### src/bmu_defs.svh
`ifndef BMU_DEFS_SVH
`define BMU_DEFS_SVH

////////////////////////////////////////
// Datapath widths
////////////////////////////////////////

// Operand and immediate width
`define BMU_XLEN 32

// Register index width
`define BMU_REG_ADDR_W 5

////////////////////////////////////////
// Downstream flow control
////////////////////////////////////////

// Entries in the downstream buffer
`define BMU_CREDITS 4

// Must hold the value BMU_CREDITS
`define BMU_CREDIT_W 3

`endif

### src/bmu_decode_pkg.sv
`default_nettype none

`include "bmu_defs.svh"

package bmu_decode_pkg;

    typedef logic [31:0]                   instr_t;
    typedef logic [`BMU_XLEN-1:0]          data_word_t;
    typedef logic [`BMU_REG_ADDR_W-1:0]    reg_addr_t;
    typedef logic [`BMU_CREDIT_W-1:0]      credit_cnt_t;

    // Operation class picks the functional block
    typedef enum logic [2:0] {
        LOGICOP,
        COUNT,
        EXTEND,
        ROTATE,
        BYTEOP,
        SHADD,
        COMPARE
    } bmu_op_type_e;

    typedef enum logic [4:0] {
        BSET,    BCLR,   BINV,   BEXT,   // Single bit
        CLZ,     CTZ,    CPOP,           // Counts
        SEXTB,   SEXTH,  ZEXTH,          // Extensions
        ROL,     ROR,
        REV8,    ORCB,
        SH1ADD,  SH2ADD, SH3ADD,         // Address generation
        MIN,     MINU,   MAX,    MAXU,
        XNOR,    ORN,    ANDN            // Inverted logic
    } bmu_operation_e;

endpackage : bmu_decode_pkg

`default_nettype wire

### src/decode_if.sv
`timescale 1ns/1ps
`default_nettype none

interface decode_if
    import bmu_decode_pkg::*;
();

    logic           hit;        // Opcode belongs to the group
    logic           illegal;    // Reserved field inside the group
    bmu_op_type_e   op_type;
    bmu_operation_e operation;
    reg_addr_t      rs1;
    reg_addr_t      rs2;
    reg_addr_t      rd;
    data_word_t     imm;
    logic           imm_valid;

    modport decoder (
        output hit, illegal, op_type, operation, rs1, rs2, rd, imm, imm_valid
    );

    modport issue (
        input hit, illegal, op_type, operation, rs1, rs2, rd, imm, imm_valid
    );

endinterface : decode_if

`default_nettype wire

### src/bit_manip_decoder.sv
`timescale 1ns/1ps
`default_nettype none

module bit_manip_decoder
    import bmu_decode_pkg::*;
(
    input  logic           clk_i,
    input  logic           rst_n_i,
    input  logic           instr_valid_i,
    input  instr_t         instr_i,
    output logic           instr_ready_o,
    output logic           out_valid_o,
    output logic           out_exception_o,
    output bmu_op_type_e   out_op_type_o,
    output bmu_operation_e out_operation_o,
    output reg_addr_t      out_rs1_o,
    output reg_addr_t      out_rs2_o,
    output reg_addr_t      out_rd_o,
    output data_word_t     out_imm_o,
    output logic           out_imm_valid_o,
    input  logic           credit_i
);

    decode_if imm_dec ();    // OP-IMM group result
    decode_if reg_dec ();    // OP group result

    imm_group_decoder u_imm_dec (
        .instr_i (instr_i),
        .dec_o   (imm_dec)
    );

    reg_group_decoder u_reg_dec (
        .instr_i (instr_i),
        .dec_o   (reg_dec)
    );

    bmu_issue_stage u_issue (
        .clk_i           (clk_i),
        .rst_n_i         (rst_n_i),
        .instr_valid_i   (instr_valid_i),
        .credit_i        (credit_i),
        .imm_dec_i       (imm_dec),
        .reg_dec_i       (reg_dec),
        .instr_ready_o   (instr_ready_o),
        .out_valid_o     (out_valid_o),
        .out_exception_o (out_exception_o),
        .out_op_type_o   (out_op_type_o),
        .out_operation_o (out_operation_o),
        .out_rs1_o       (out_rs1_o),
        .out_rs2_o       (out_rs2_o),
        .out_rd_o        (out_rd_o),
        .out_imm_o       (out_imm_o),
        .out_imm_valid_o (out_imm_valid_o)
    );

endmodule : bit_manip_decoder

`default_nettype wire

### src/bmu_issue_stage.sv
`timescale 1ns/1ps
`default_nettype none

`include "bmu_defs.svh"

module bmu_issue_stage
    import bmu_decode_pkg::*;
(
    input  logic           clk_i,
    input  logic           rst_n_i,
    input  logic           instr_valid_i,
    input  logic           credit_i,
    decode_if.issue        imm_dec_i,
    decode_if.issue        reg_dec_i,
    output logic           instr_ready_o,
    output logic           out_valid_o,
    output logic           out_exception_o,
    output bmu_op_type_e   out_op_type_o,
    output bmu_operation_e out_operation_o,
    output reg_addr_t      out_rs1_o,
    output reg_addr_t      out_rs2_o,
    output reg_addr_t      out_rd_o,
    output data_word_t     out_imm_o,
    output logic           out_imm_valid_o
);

    credit_cnt_t    credit_cnt;
    logic           take;
    logic           exception;
    bmu_op_type_e   sel_op_type;
    bmu_operation_e sel_operation;
    reg_addr_t      sel_rs1;
    reg_addr_t      sel_rs2;
    reg_addr_t      sel_rd;
    data_word_t     sel_imm;
    logic           sel_imm_valid;

    assign instr_ready_o = (credit_cnt != '0);
    assign take          = instr_valid_i & instr_ready_o;

    // Illegal is only raised by the group that hit
    assign exception = ~(imm_dec_i.hit | reg_dec_i.hit) | imm_dec_i.illegal
                     | reg_dec_i.illegal;

    always_comb begin : group_select
        sel_op_type   = bmu_op_type_e'(0);
        sel_operation = bmu_operation_e'(0);
        sel_rs1       = '0;
        sel_rs2       = '0;
        sel_rd        = '0;
        sel_imm       = '0;
        sel_imm_valid = 1'b0;

        if (!exception) begin
            if (imm_dec_i.hit) begin
                sel_op_type   = imm_dec_i.op_type;
                sel_operation = imm_dec_i.operation;
                sel_rs1       = imm_dec_i.rs1;
                sel_rs2       = imm_dec_i.rs2;
                sel_rd        = imm_dec_i.rd;
                sel_imm       = imm_dec_i.imm;
                sel_imm_valid = imm_dec_i.imm_valid;
            end else begin
                sel_op_type   = reg_dec_i.op_type;
                sel_operation = reg_dec_i.operation;
                sel_rs1       = reg_dec_i.rs1;
                sel_rs2       = reg_dec_i.rs2;
                sel_rd        = reg_dec_i.rd;
                sel_imm       = reg_dec_i.imm;
                sel_imm_valid = reg_dec_i.imm_valid;
            end
        end
    end : group_select

    ////////////////////////////////////////
    // Credits and output register
    ////////////////////////////////////////

    always_ff @(posedge clk_i or negedge rst_n_i) begin : credit_counter
        if (!rst_n_i) begin
            credit_cnt <= credit_cnt_t'(`BMU_CREDITS);
        end else if (take && !credit_i) begin
            credit_cnt <= credit_cnt - 1'b1;
        end else if (credit_i && !take) begin
            credit_cnt <= credit_cnt + 1'b1;
        end
    end : credit_counter

    always_ff @(posedge clk_i or negedge rst_n_i) begin : issue_reg
        if (!rst_n_i) begin
            out_valid_o     <= 1'b0;
            out_exception_o <= 1'b0;
            out_op_type_o   <= bmu_op_type_e'(0);
            out_operation_o <= bmu_operation_e'(0);
            out_rs1_o       <= '0;
            out_rs2_o       <= '0;
            out_rd_o        <= '0;
            out_imm_o       <= '0;
            out_imm_valid_o <= 1'b0;
        end else begin
            out_valid_o <= take;                 // One beat per take
            if (take) begin
                out_exception_o <= exception;
                out_op_type_o   <= sel_op_type;
                out_operation_o <= sel_operation;
                out_rs1_o       <= sel_rs1;
                out_rs2_o       <= sel_rs2;
                out_rd_o        <= sel_rd;
                out_imm_o       <= sel_imm;
                out_imm_valid_o <= sel_imm_valid;
            end
        end
    end : issue_reg

    credit_bound_a: assert property (@(posedge clk_i) disable iff (!rst_n_i)
        credit_cnt <= credit_cnt_t'(`BMU_CREDITS));

    // Downstream returns only entries it was given
    no_spare_credit_a: assert property (@(posedge clk_i) disable iff (!rst_n_i)
        credit_i |-> (credit_cnt != credit_cnt_t'(`BMU_CREDITS)));

    single_group_a: assert property (@(posedge clk_i) disable iff (!rst_n_i)
        !(imm_dec_i.hit && reg_dec_i.hit));

endmodule : bmu_issue_stage

`default_nettype wire

### src/imm_group_decoder.sv
`timescale 1ns/1ps
`default_nettype none

module imm_group_decoder
    import bmu_decode_pkg::*;
(
    input  instr_t    instr_i,
    decode_if.decoder dec_o
);

    localparam logic [6:0]  OPC_OP_IMM = 7'b0010011;
    localparam logic [11:0] REV8_IMM   = 12'b011010011000;
    localparam logic [11:0] ORCB_IMM   = 12'b001010000111;

    logic [6:0]     opcode;
    logic [2:0]     funct3;
    logic [6:0]     funct7;
    reg_addr_t      rs1_f;
    reg_addr_t      shamt_f;       // rs2 slot holds shamt or sub-opcode
    reg_addr_t      rd_f;
    logic           reserved;
    logic           shamt_form;
    logic           form_ok;
    bmu_op_type_e   op_type;
    bmu_operation_e operation;

    assign opcode  = instr_i[6:0];
    assign rd_f    = instr_i[11:7];
    assign funct3  = instr_i[14:12];
    assign rs1_f   = instr_i[19:15];
    assign shamt_f = instr_i[24:20];
    assign funct7  = instr_i[31:25];

    ////////////////////////////////////////
    // Encoding match
    ////////////////////////////////////////

    always_comb begin : imm_decode
        reserved   = 1'b0;
        shamt_form = 1'b0;
        op_type    = LOGICOP;
        operation  = BSET;

        case (funct3)
            3'b001: begin
                case (funct7)
                    7'b0010100: begin
                        operation  = BSET;
                        shamt_form = 1'b1;
                    end
                    7'b0100100: begin
                        operation  = BCLR;
                        shamt_form = 1'b1;
                    end
                    7'b0110100: begin
                        operation  = BINV;
                        shamt_form = 1'b1;
                    end
                    7'b0110000: begin
                        op_type = COUNT;
                        case (shamt_f)    // Unary forms
                            5'b00000: operation = CLZ;
                            5'b00001: operation = CTZ;
                            5'b00010: operation = CPOP;
                            5'b00100: begin
                                op_type   = EXTEND;
                                operation = SEXTB;
                            end
                            5'b00101: begin
                                op_type   = EXTEND;
                                operation = SEXTH;
                            end
                            default: reserved = 1'b1;
                        endcase
                    end
                    default: reserved = 1'b1;
                endcase
            end
            3'b101: begin
                if (instr_i[31:20] == REV8_IMM) begin
                    op_type   = BYTEOP;
                    operation = REV8;
                end else if (instr_i[31:20] == ORCB_IMM) begin
                    op_type   = BYTEOP;
                    operation = ORCB;
                end else begin
                    case (funct7)
                        7'b0100100: begin
                            operation  = BEXT;
                            shamt_form = 1'b1;
                        end
                        7'b0110000: begin
                            op_type    = ROTATE;
                            operation  = ROR;
                            shamt_form = 1'b1;
                        end
                        default: reserved = 1'b1;
                    endcase
                end
            end
            default: reserved = 1'b1;    // Base ISA shifts and arithmetic
        endcase
    end : imm_decode

    assign dec_o.hit     = (opcode == OPC_OP_IMM);
    assign dec_o.illegal = dec_o.hit & reserved;
    assign form_ok       = dec_o.hit & ~reserved;

    assign dec_o.op_type   = form_ok ? op_type : bmu_op_type_e'(0);
    assign dec_o.operation = form_ok ? operation : bmu_operation_e'(0);
    assign dec_o.rs1       = form_ok ? rs1_f : '0;
    assign dec_o.rs2       = '0;                     // Slot holds the shamt
    assign dec_o.rd        = form_ok ? rd_f : '0;
    assign dec_o.imm_valid = form_ok & shamt_form;
    assign dec_o.imm       = (form_ok & shamt_form) ? data_word_t'(shamt_f) : '0;

endmodule : imm_group_decoder

`default_nettype wire

### src/reg_group_decoder.sv
`timescale 1ns/1ps
`default_nettype none

module reg_group_decoder
    import bmu_decode_pkg::*;
(
    input  instr_t    instr_i,
    decode_if.decoder dec_o
);

    localparam logic [6:0] OPC_OP = 7'b0110011;

    // funct7 patterns of the ratified encoding
    localparam logic [6:0] F7_BSET  = 7'b0010100;
    localparam logic [6:0] F7_BCLR  = 7'b0100100;
    localparam logic [6:0] F7_BINV  = 7'b0110100;
    localparam logic [6:0] F7_ROT   = 7'b0110000;
    localparam logic [6:0] F7_SHADD = 7'b0010000;
    localparam logic [6:0] F7_MINMAX = 7'b0000101;
    localparam logic [6:0] F7_INV   = 7'b0100000;
    localparam logic [6:0] F7_ZEXTH = 7'b0000100;

    logic [6:0]     opcode;
    logic [2:0]     funct3;
    logic [6:0]     funct7;
    reg_addr_t      rs1_f;
    reg_addr_t      rs2_f;
    reg_addr_t      rd_f;
    logic           reserved;
    logic           uses_rs2;
    logic           form_ok;
    bmu_op_type_e   op_type;
    bmu_operation_e operation;

    assign opcode = instr_i[6:0];
    assign rd_f   = instr_i[11:7];
    assign funct3 = instr_i[14:12];
    assign rs1_f  = instr_i[19:15];
    assign rs2_f  = instr_i[24:20];
    assign funct7 = instr_i[31:25];

    ////////////////////////////////////////
    // Encoding match
    ////////////////////////////////////////

    always_comb begin : reg_decode
        reserved  = 1'b0;
        uses_rs2  = 1'b1;
        op_type   = LOGICOP;
        operation = BSET;

        case (funct3)
            3'b001: begin
                case (funct7)
                    F7_BSET: operation = BSET;
                    F7_BCLR: operation = BCLR;
                    F7_BINV: operation = BINV;
                    F7_ROT: begin
                        op_type   = ROTATE;
                        operation = ROL;
                    end
                    default: reserved = 1'b1;
                endcase
            end
            3'b010: begin
                op_type   = SHADD;
                operation = SH1ADD;
                reserved  = (funct7 != F7_SHADD);
            end
            3'b100: begin
                case (funct7)
                    F7_SHADD: begin
                        op_type   = SHADD;
                        operation = SH2ADD;
                    end
                    F7_MINMAX: begin
                        op_type   = COMPARE;
                        operation = MIN;
                    end
                    F7_INV: operation = XNOR;
                    F7_ZEXTH: begin
                        op_type   = EXTEND;
                        operation = ZEXTH;
                        uses_rs2  = 1'b0;
                        reserved  = (rs2_f != '0);    // Unary form keeps rs2 slot at zero
                    end
                    default: reserved = 1'b1;
                endcase
            end
            3'b101: begin
                case (funct7)
                    F7_BCLR: operation = BEXT;        // Shares the BCLR pattern
                    F7_ROT: begin
                        op_type   = ROTATE;
                        operation = ROR;
                    end
                    F7_MINMAX: begin
                        op_type   = COMPARE;
                        operation = MINU;
                    end
                    default: reserved = 1'b1;
                endcase
            end
            3'b110: begin
                case (funct7)
                    F7_SHADD: begin
                        op_type   = SHADD;
                        operation = SH3ADD;
                    end
                    F7_MINMAX: begin
                        op_type   = COMPARE;
                        operation = MAX;
                    end
                    F7_INV: operation = ORN;
                    default: reserved = 1'b1;
                endcase
            end
            3'b111: begin
                case (funct7)
                    F7_INV: operation = ANDN;
                    F7_MINMAX: begin
                        op_type   = COMPARE;
                        operation = MAXU;
                    end
                    default: reserved = 1'b1;
                endcase
            end
            default: reserved = 1'b1;    // funct3 000 and 011
        endcase
    end : reg_decode

    assign dec_o.hit     = (opcode == OPC_OP);
    assign dec_o.illegal = dec_o.hit & reserved;
    assign form_ok       = dec_o.hit & ~reserved;

    assign dec_o.op_type   = form_ok ? op_type : bmu_op_type_e'(0);
    assign dec_o.operation = form_ok ? operation : bmu_operation_e'(0);
    assign dec_o.rs1       = form_ok ? rs1_f : '0;
    assign dec_o.rs2       = (form_ok & uses_rs2) ? rs2_f : '0;
    assign dec_o.rd        = form_ok ? rd_f : '0;
    assign dec_o.imm       = '0;      // Register forms only
    assign dec_o.imm_valid = 1'b0;

endmodule : reg_group_decoder

`default_nettype wire

### config.mk
export PLATFORM = sky130hd
export DESIGN_NAME = bit_manip_decoder
export DESIGN_NICKNAME = d
export VERILOG_FILES = /design/src/bmu_decode_pkg.sv /design/src/decode_if.sv /design/src/bit_manip_decoder.sv /design/src/bmu_issue_stage.sv /design/src/imm_group_decoder.sv /design/src/reg_group_decoder.sv
export VERILOG_INCLUDE_DIRS = /design/src /design/src/src
export SDC_FILE = /design/constraint.sdc
export NUM_CORES = 1
export LEC_CHECK = 0
export BUFFER_PORTS_ARGS = -buffer_cell sky130_fd_sc_hd__buf_2
export CAP_MARGIN = 10
export CORE_ASPECT_RATIO = 1.2
export CORE_MARGIN = 8
export CORE_UTILIZATION = 25
export CTS_CLUSTER_DIAMETER = 150
export CTS_CLUSTER_SIZE = 40
export DETAILED_ROUTE_END_ITERATION = 8
export PLACE_DENSITY = 0.59
export SLEW_MARGIN = 25
export SYNTH_ARGS = -nofsm -noshare
export SYNTH_HDL_FRONTEND = slang
export SYNTH_SLANG_ARGS = --single-unit
### constraint.sdc
create_clock -name clk_i -period 4.3 [get_ports clk_i]
set_clock_uncertainty 0.1 [all_clocks]
set_input_delay 0.43 -clock clk_i [delete_from_list [all_inputs] [get_ports clk_i]]
set_output_delay 0.43 -clock clk_i [all_outputs]
set_load 0.02 [all_outputs]
## Word-level counts from Yosys, hierarchy flattened

Index checks and enable logic that the tools add are counted.

| word-level totals | value |
|---|---|
| register bits after elaboration | 61 |
| output and inout port bits | 59 |

| operators by class | value |
|---|---|
| $add $sub $neg | 2 |
| equality and inequality tests | 23 |
| mux-type cells | 68 |
| bitwise operators | 13 |
| reduce and logical (&&, ||, !) cells | 16 |

Operators by type and width:

| cell | number |
|---|---|
| 5-bit 2-to-1 mux | 19 |
| 5-bit one-hot mux with 3 select lines | 3 |
| 7-bit by 6-bit equality test with 1-bit output (second input constant) | 5 |
| 32-bit 2-to-1 mux | 1 |
| 3-bit 2-to-1 mux | 10 |
| 5-bit one-hot mux with 6 select lines | 1 |
| 7-bit by 5-bit equality test with 1-bit output (second input constant) | 3 |
| 4-bit one-hot mux with 5 select lines | 1 |
| 5-bit one-hot mux with 2 select lines | 2 |
| 5-bit one-hot mux with 4 select lines | 1 |
| 3-bit one-hot mux with 2 select lines | 3 |
| 3-bit one-hot mux with 6 select lines | 1 |
| 1-bit 2-to-1 mux | 16 |
| 7-bit by 3-bit equality test with 1-bit output (second input constant) | 2 |
| 12-bit by 10-bit equality test with 1-bit output (second input constant) | 1 |
| 12-bit by 11-bit equality test with 1-bit output (second input constant) | 1 |
| 3-bit equality test (second input constant) | 4 |
| 4-bit one-hot mux with 3 select lines | 1 |
| 5-bit by 3-bit equality test with 1-bit output (second input constant) | 2 |
| 3-bit one-hot mux with 3 select lines | 1 |
| 3-bit OR reduction | 3 |
| 1-bit one-hot mux with 2 select lines | 4 |
| 4-bit one-hot mux with 2 select lines | 1 |
| 1-bit bitwise AND | 7 |
| other kinds (20) | 29 |

## Depth between registers and ports, before layout

| logic depth | value |
|---|---|
| depth after elaboration | 12 |
| depth in mapped cells | 11 |
| depth with buffers taken out | 9 |

## By module

Synthesis repeated with hierarchy kept, for this count alone.

| second synthesis, totals | value |
|---|---|
| cell total of the unflattened synthesis | 535 |
| area, all modules | 4,793.3 µm² |

By module, submodules not included:

| module | times used | cells an instance | area an instance (µm²) | seq. area each (µm²) |
|---|---|---|---|---|
| bmu_issue_stage | 1 | 270 | 2,986.6 | 1,527.7 |
| reg_group_decoder | 1 | 146 | 983.4 | 0.0 |
| imm_group_decoder | 1 | 119 | 823.3 | 0.0 |

## Least setup slack after synthesis

OpenSTA, ideal clock, no wires.

| timing | value |
|---|---|
| path kind | flip-flop to flip-flop |
| start | register u_issue.credit_cnt[2] |
| end | register u_issue.credit_cnt[2] |
| library setup time | 0.075 ns |
| arrival | 2.700 ns |
| path slack | 1.425 ns |
| stages on the path, launching flop included | 12 |
| path buffers | 2 |
| cells stage by stage | dfstp_2 or3_1 nand2_1 inv_1 clkbuf_1 clkbuf_1 ha_1 inv_1 fa_1 xor2_1 nor2_1 xor2_1 |

| between the ends | value |
|---|---|
| longest elaborated chain between the ends | 5 |

RTL lines:

| element | RTL line | text |
|---|---|---|
| start: declaration | bmu_issue_stage.sv:27 | `credit_cnt_t credit_cnt;` |
| start signal: assignment | bmu_issue_stage.sv:81 | `` credit_cnt <= credit_cnt_t'(`BMU_CREDITS); `` |
| start signal: assignment | bmu_issue_stage.sv:83 | `credit_cnt <= credit_cnt - 1'b1;` |
| start signal: assignment | bmu_issue_stage.sv:85 | `credit_cnt <= credit_cnt + 1'b1;` |
| 3-bit nonzero test (*) | bmu_issue_stage.sv:38 | `assign instr_ready_o = (credit_cnt != '0);` |
| net instr_ready_o | bit_manip_decoder.sv:11 | `output logic instr_ready_o,` |
| 1-bit bitwise AND (*) | bmu_issue_stage.sv:39 | `assign take = instr_valid_i & instr_ready_o;` |
| net u_issue.take | bmu_issue_stage.sv:28 | `logic take;` |
| 1-bit logical NOT | bmu_issue_stage.sv:84 | `end else if (credit_i && !take) begin` |
| 1-bit logical AND | bmu_issue_stage.sv:84 |  |
| 2-bit nonzero test (no line) | - |  |

Mark *: on every way through the listed nets, which the timed path passes. The rest lies on a longest branch. The select of a mux whose other input is x is not followed.
A chain may end at the register's enable or synchronous reset.

## Final worst setup path

| timing | value |
|---|---|
| start | input port instr_i[26] |
| end | register u_issue.out_operation_o[3] |

| between the ends | value |
|---|---|
| longest elaborated chain between the ends | 11 |

RTL lines:

| element | RTL line | text |
|---|---|---|
| start: declaration | bit_manip_decoder.sv:10 | `input instr_t instr_i,` |
| 7-bit by 6-bit equality test with 1-bit output | - |  |
| 2-bit OR reduction (no line) | - |  |
| 1-bit 2-to-1 mux | imm_group_decoder.sv:87 | `case (funct7)` |
| 1-bit 2-to-1 mux | imm_group_decoder.sv:83 | `end else if (instr_i[31:20] == ORCB_IMM) begin` |
| 1-bit 2-to-1 mux | imm_group_decoder.sv:80 | `if (instr_i[31:20] == REV8_IMM) begin` |
| 1-bit one-hot mux with 2 select lines | imm_group_decoder.sv:44 | `case (funct3)` |
| 1-bit inverter | imm_group_decoder.sv:107 | `assign form_ok = dec_o.hit & ~reserved;` |
| 1-bit bitwise AND | imm_group_decoder.sv:107 |  |
| 5-bit 2-to-1 mux | imm_group_decoder.sv:110 | `assign dec_o.operation = form_ok ? operation : bmu_operation_e'(0);` |
| 5-bit 2-to-1 mux | bmu_issue_stage.sv:55 | `if (imm_dec_i.hit) begin` |
| 5-bit 2-to-1 mux (*) | bmu_issue_stage.sv:54 | `if (!exception) begin` |
| end signal: assignment | bmu_issue_stage.sv:94 | `out_operation_o <= bmu_operation_e'(0);` |
| end signal: assignment | bmu_issue_stage.sv:105 | `out_operation_o <= sel_operation;` |
| end: declaration | bmu_issue_stage.sv:19 | `output bmu_operation_e out_operation_o,` |

Mark *: on every way between the ends. The rest lies on a longest branch, timed or not.

==> results.md <==
- Largest net degree at the start of global routing: 35
- RSZ-0062 raised after global routing: no
- Clock root cell: clkbuf_16
- Leakage Power: 1.337 nW
- R2r setup slk: 2.02 ns
- DR WL/cell: 14.51 microns
- GP Congestion: ~0.9
- Slowest CP cell: or4_4
- Initial core utilization: 25.61%
- Clock Path Buffers: 2
- Initial DRC count: ~130
- Hold_buf cts: 0
- Share of Yosys cell area claimed by the top area cell type: 34.06%
- Count of cell types in the netlist: 57
- Hold Path Class: in2async
- Worst slew margin: between 40% and 50%
- Critical Path Fanout Max: 13
- Die ar.: between 10000 and 15000 sq um
- Place WS: about 1.4 ns
- Period utilization: 60.46%
- DR vias: 2260
- Die H: 123.9 microns
- Placed Instance Area: 2750 sq um
- First-pass iteration count of the detailed router: 4
- Status: finished clean
- All-layer global routing usage: 10.45%
- Final min period: ~2.6 ns
- Buffers added on ports: 67
- Worst VDD drop: 148.2 uV
- Setup Viol. Count Final: 0
- Final Hold Vio Count: 0
- R2r startpoint: u_issue.credit_cnt[2]
- Reg clk slew, reported paths: 0.05 ns
- Maximum clock rate: just under 400 MHz
- Final Slew Violations: 0
- Global-route wire length before repair: 11240 microns
- Post-synth EDFFs: 0
- CP cell instances: buf_2 -> or4_4 -> or4_1 -> a32oi_1 -> o2111a_1 -> o21ai_0 -> a31oi_1
- Synth async-reset ratio: 100.0%
- Avg Inst Size Synth: 8.056 sq um
- Final wirelength: ~7000 microns
- Synth Cell Area: 2425 sq um
- Worst path max stage delay: 0.62 ns
- Main synth FF type: dfrtp_1
- Post-CTS Resized: 0
- Final instance area: 2902 sq um
- Critical Path RT: 4.39 ns
- Drt via density: 4.699
- Final core utilization: 30.65%
- Crit Path Category: in2reg
- Register area: 852.1 sq um
- NumNets Final: approximately 400
- Antenna cell count: 0
- Synth top area cells: dfrtp_1 34%, buf_4 8.7%, nand2_1 7.1%
- CTS Buf Count: 5
- H-tree depth: 2
- Chip Width: 105.9 microns
- Vias in the first global route: 2294
- PD cells: roughly 370 nW/um^2
- Filler cells: about 1000
- Cell with the most instances after synthesis: nand2_1
- HPWL after DPL: approximately 5300 microns
- Area growth from synthesis to layout: 19.66%
- Ys Warns: 0
- Crit end category: flop
- Crit path launch type: primary input
- Area of the multi-input gates: 1368 sq um
- Clock latency on the worst-skew pair: about 0.27 ns
- Core area: 9467 sq um
- Syn Inst Count: 301
- Worst reg2reg path endpoint: u_issue.credit_cnt[2]
- CTS tree: yes
- DR DRC count: 0
- Clock Sink Count: 34
- Synth cell count leaders: 46 x nand2_1, 33 x dfrtp_1, 28 x buf_4
- Min setup slack post-route: 1.700 ns
- Setup TNS: 0 ns
- Critical Path AT: 2.69 ns
- WP buf/inv: 1
- Sequential area share after synthesis: 35.14%
- Final ANT Viol Nets: 0
- MaxCap Viol Count: 0
- Antenna violations before repair: 0
- Overflow after GRT: 0
- Register-to-Register Path Depth: 10
- I/O Pins: 95
- Synth area leader: dfrtp_1
- # Post-CTS Setup Buffers: 0
- Number of synthesized register bits: 34
- # rows: 39
- Least-Margin Pin Slew: 0.8575 ns
- CP delay by family, top: simple AND/OR/NAND/NOR gates
- Proportion of layout cells with a drive suffix above 1: about a quarter
-- state kept, by name, summed over array words and instances (netlist names) --
name / flops
u_issue.out_imm_o: 5
u_issue.out_operation_o: 5
u_issue.out_rd_o: 5
u_issue.out_rs1_o: 5
u_issue.out_rs2_o: 5
u_issue.credit_cnt: 3
u_issue.out_op_type_o: 3
u_issue.out_exception_o: 1
u_issue.out_imm_valid_o: 1
u_issue.out_valid_o: 1
-- layout make-up --
cell class,count,share of cell area (%)
clock buffer,6,4.787
clock inverter,2,0.4312
inverter,5,0.6468
multi-input combinational,241,47.13
sequential,34,29.37
tap,123,5.304
timing repair buffer,70,12.33
-- logic make-up after synthesis --
kind of cell,after synthesis,share of synthesized area [%]
and+or+nand+nor,131,28.84
xor gates and xnor gates,6,2.167
AOI/OAI and AO/OA,72,18.63
DFF,34,35.14
muxes,2,0.8256
adders and majority gates,3,1.754
buffers and inverters,52,12.49
other,1,0.1547
-- cell usage in the layout (no fill, tap or decap), types with 2 or more instances in the layout --
cell type and n:
a21oi_1 14, dfrtp_1 33, nand3_1 2, buf_4 3, o21ai_1 10, nor2b_1 8, and3b_1 2, nor4b_1 2
clkbuf_16 5, and2_1 4, nand3b_1 3, nor4bb_1 2, xnor2_1 2, inv_1 5, nand2_1 46, nand2b_1 10
nor4_1 6, or4_1 2, nand4_1 5, nor2_1 16, a21o_1 3, nor3_1 8, o21ai_0 18, mux2i_1 2
nor3b_1 4, a22o_1 5, and3_1 2, or3_1 3, xor2_1 4, a31oi_1 8, buf_2 67, conb_1 27
-- routing by layer --
| metal | GRT usage [%] | vias to the layer above | routed length (microns) |
|---|---|---|---|
| met5 | 0 | - | 0 |
| met4 | 4.405 | 0 | 127 |
| met3 | 2.536 | 9 | 456 |
| met2 | 16.01 | 100 | 3112 |
| met1 | 13.80 | 1029 | 3282 |
| li1 | - | 1122 | - |
-- report_power, final --
| group | total (mW) | internal [mW] | switching (mW) |
|---|---|---|---|
| clock | 0.352 | 0.229 | 0.124 |
| sequential | 0.393 | 0.368 | 0.0250 |
| combinational | 0.319 | 0.104 | 0.215 |
-- worst register-to-register path, delay by kind of cell (launching register included) --
kind | cells | cell delay [ns]
adders and majority gates | 2 | 0.59
DFF | 1 | 0.53
buffers and inverters | 3 | 0.40
xor gates and xnor gates | 2 | 0.31
and+or+nand+nor | 3 | 0.27
-- worst max-delay path by stage --
stage,startpoint,to,slack (ns),depth (start not counted)
after floorplan,u_issue.credit_cnt[2],u_issue.credit_cnt[2],1.43,11
after global placement,instr_i[26],u_issue.out_rd_o[2],1.46,7
after detailed placement,instr_i[26],u_issue.out_rs1_o[4],1.43,7
after CTS,instr_i[26],u_issue.out_rs1_o[4],1.70,7
after global routing,instr_i[29],u_issue.out_rs2_o[0],1.48,7
final,instr_i[26],u_issue.out_operation_o[3],1.70,7
-- metrics by stage --
stage	std cells	hold WS, ns	power, mW
after floorplan	327	0.03441	0.6293
after global placement	473	0.3511	0.7158
after detailed placement	473	0.3619	0.7205
after CTS	481	0.1498	1.082
after global routing	481	0.2008	1.134
final	481	0.1340	1.065
No activity file was read; power rests on OpenSTA's default activity.
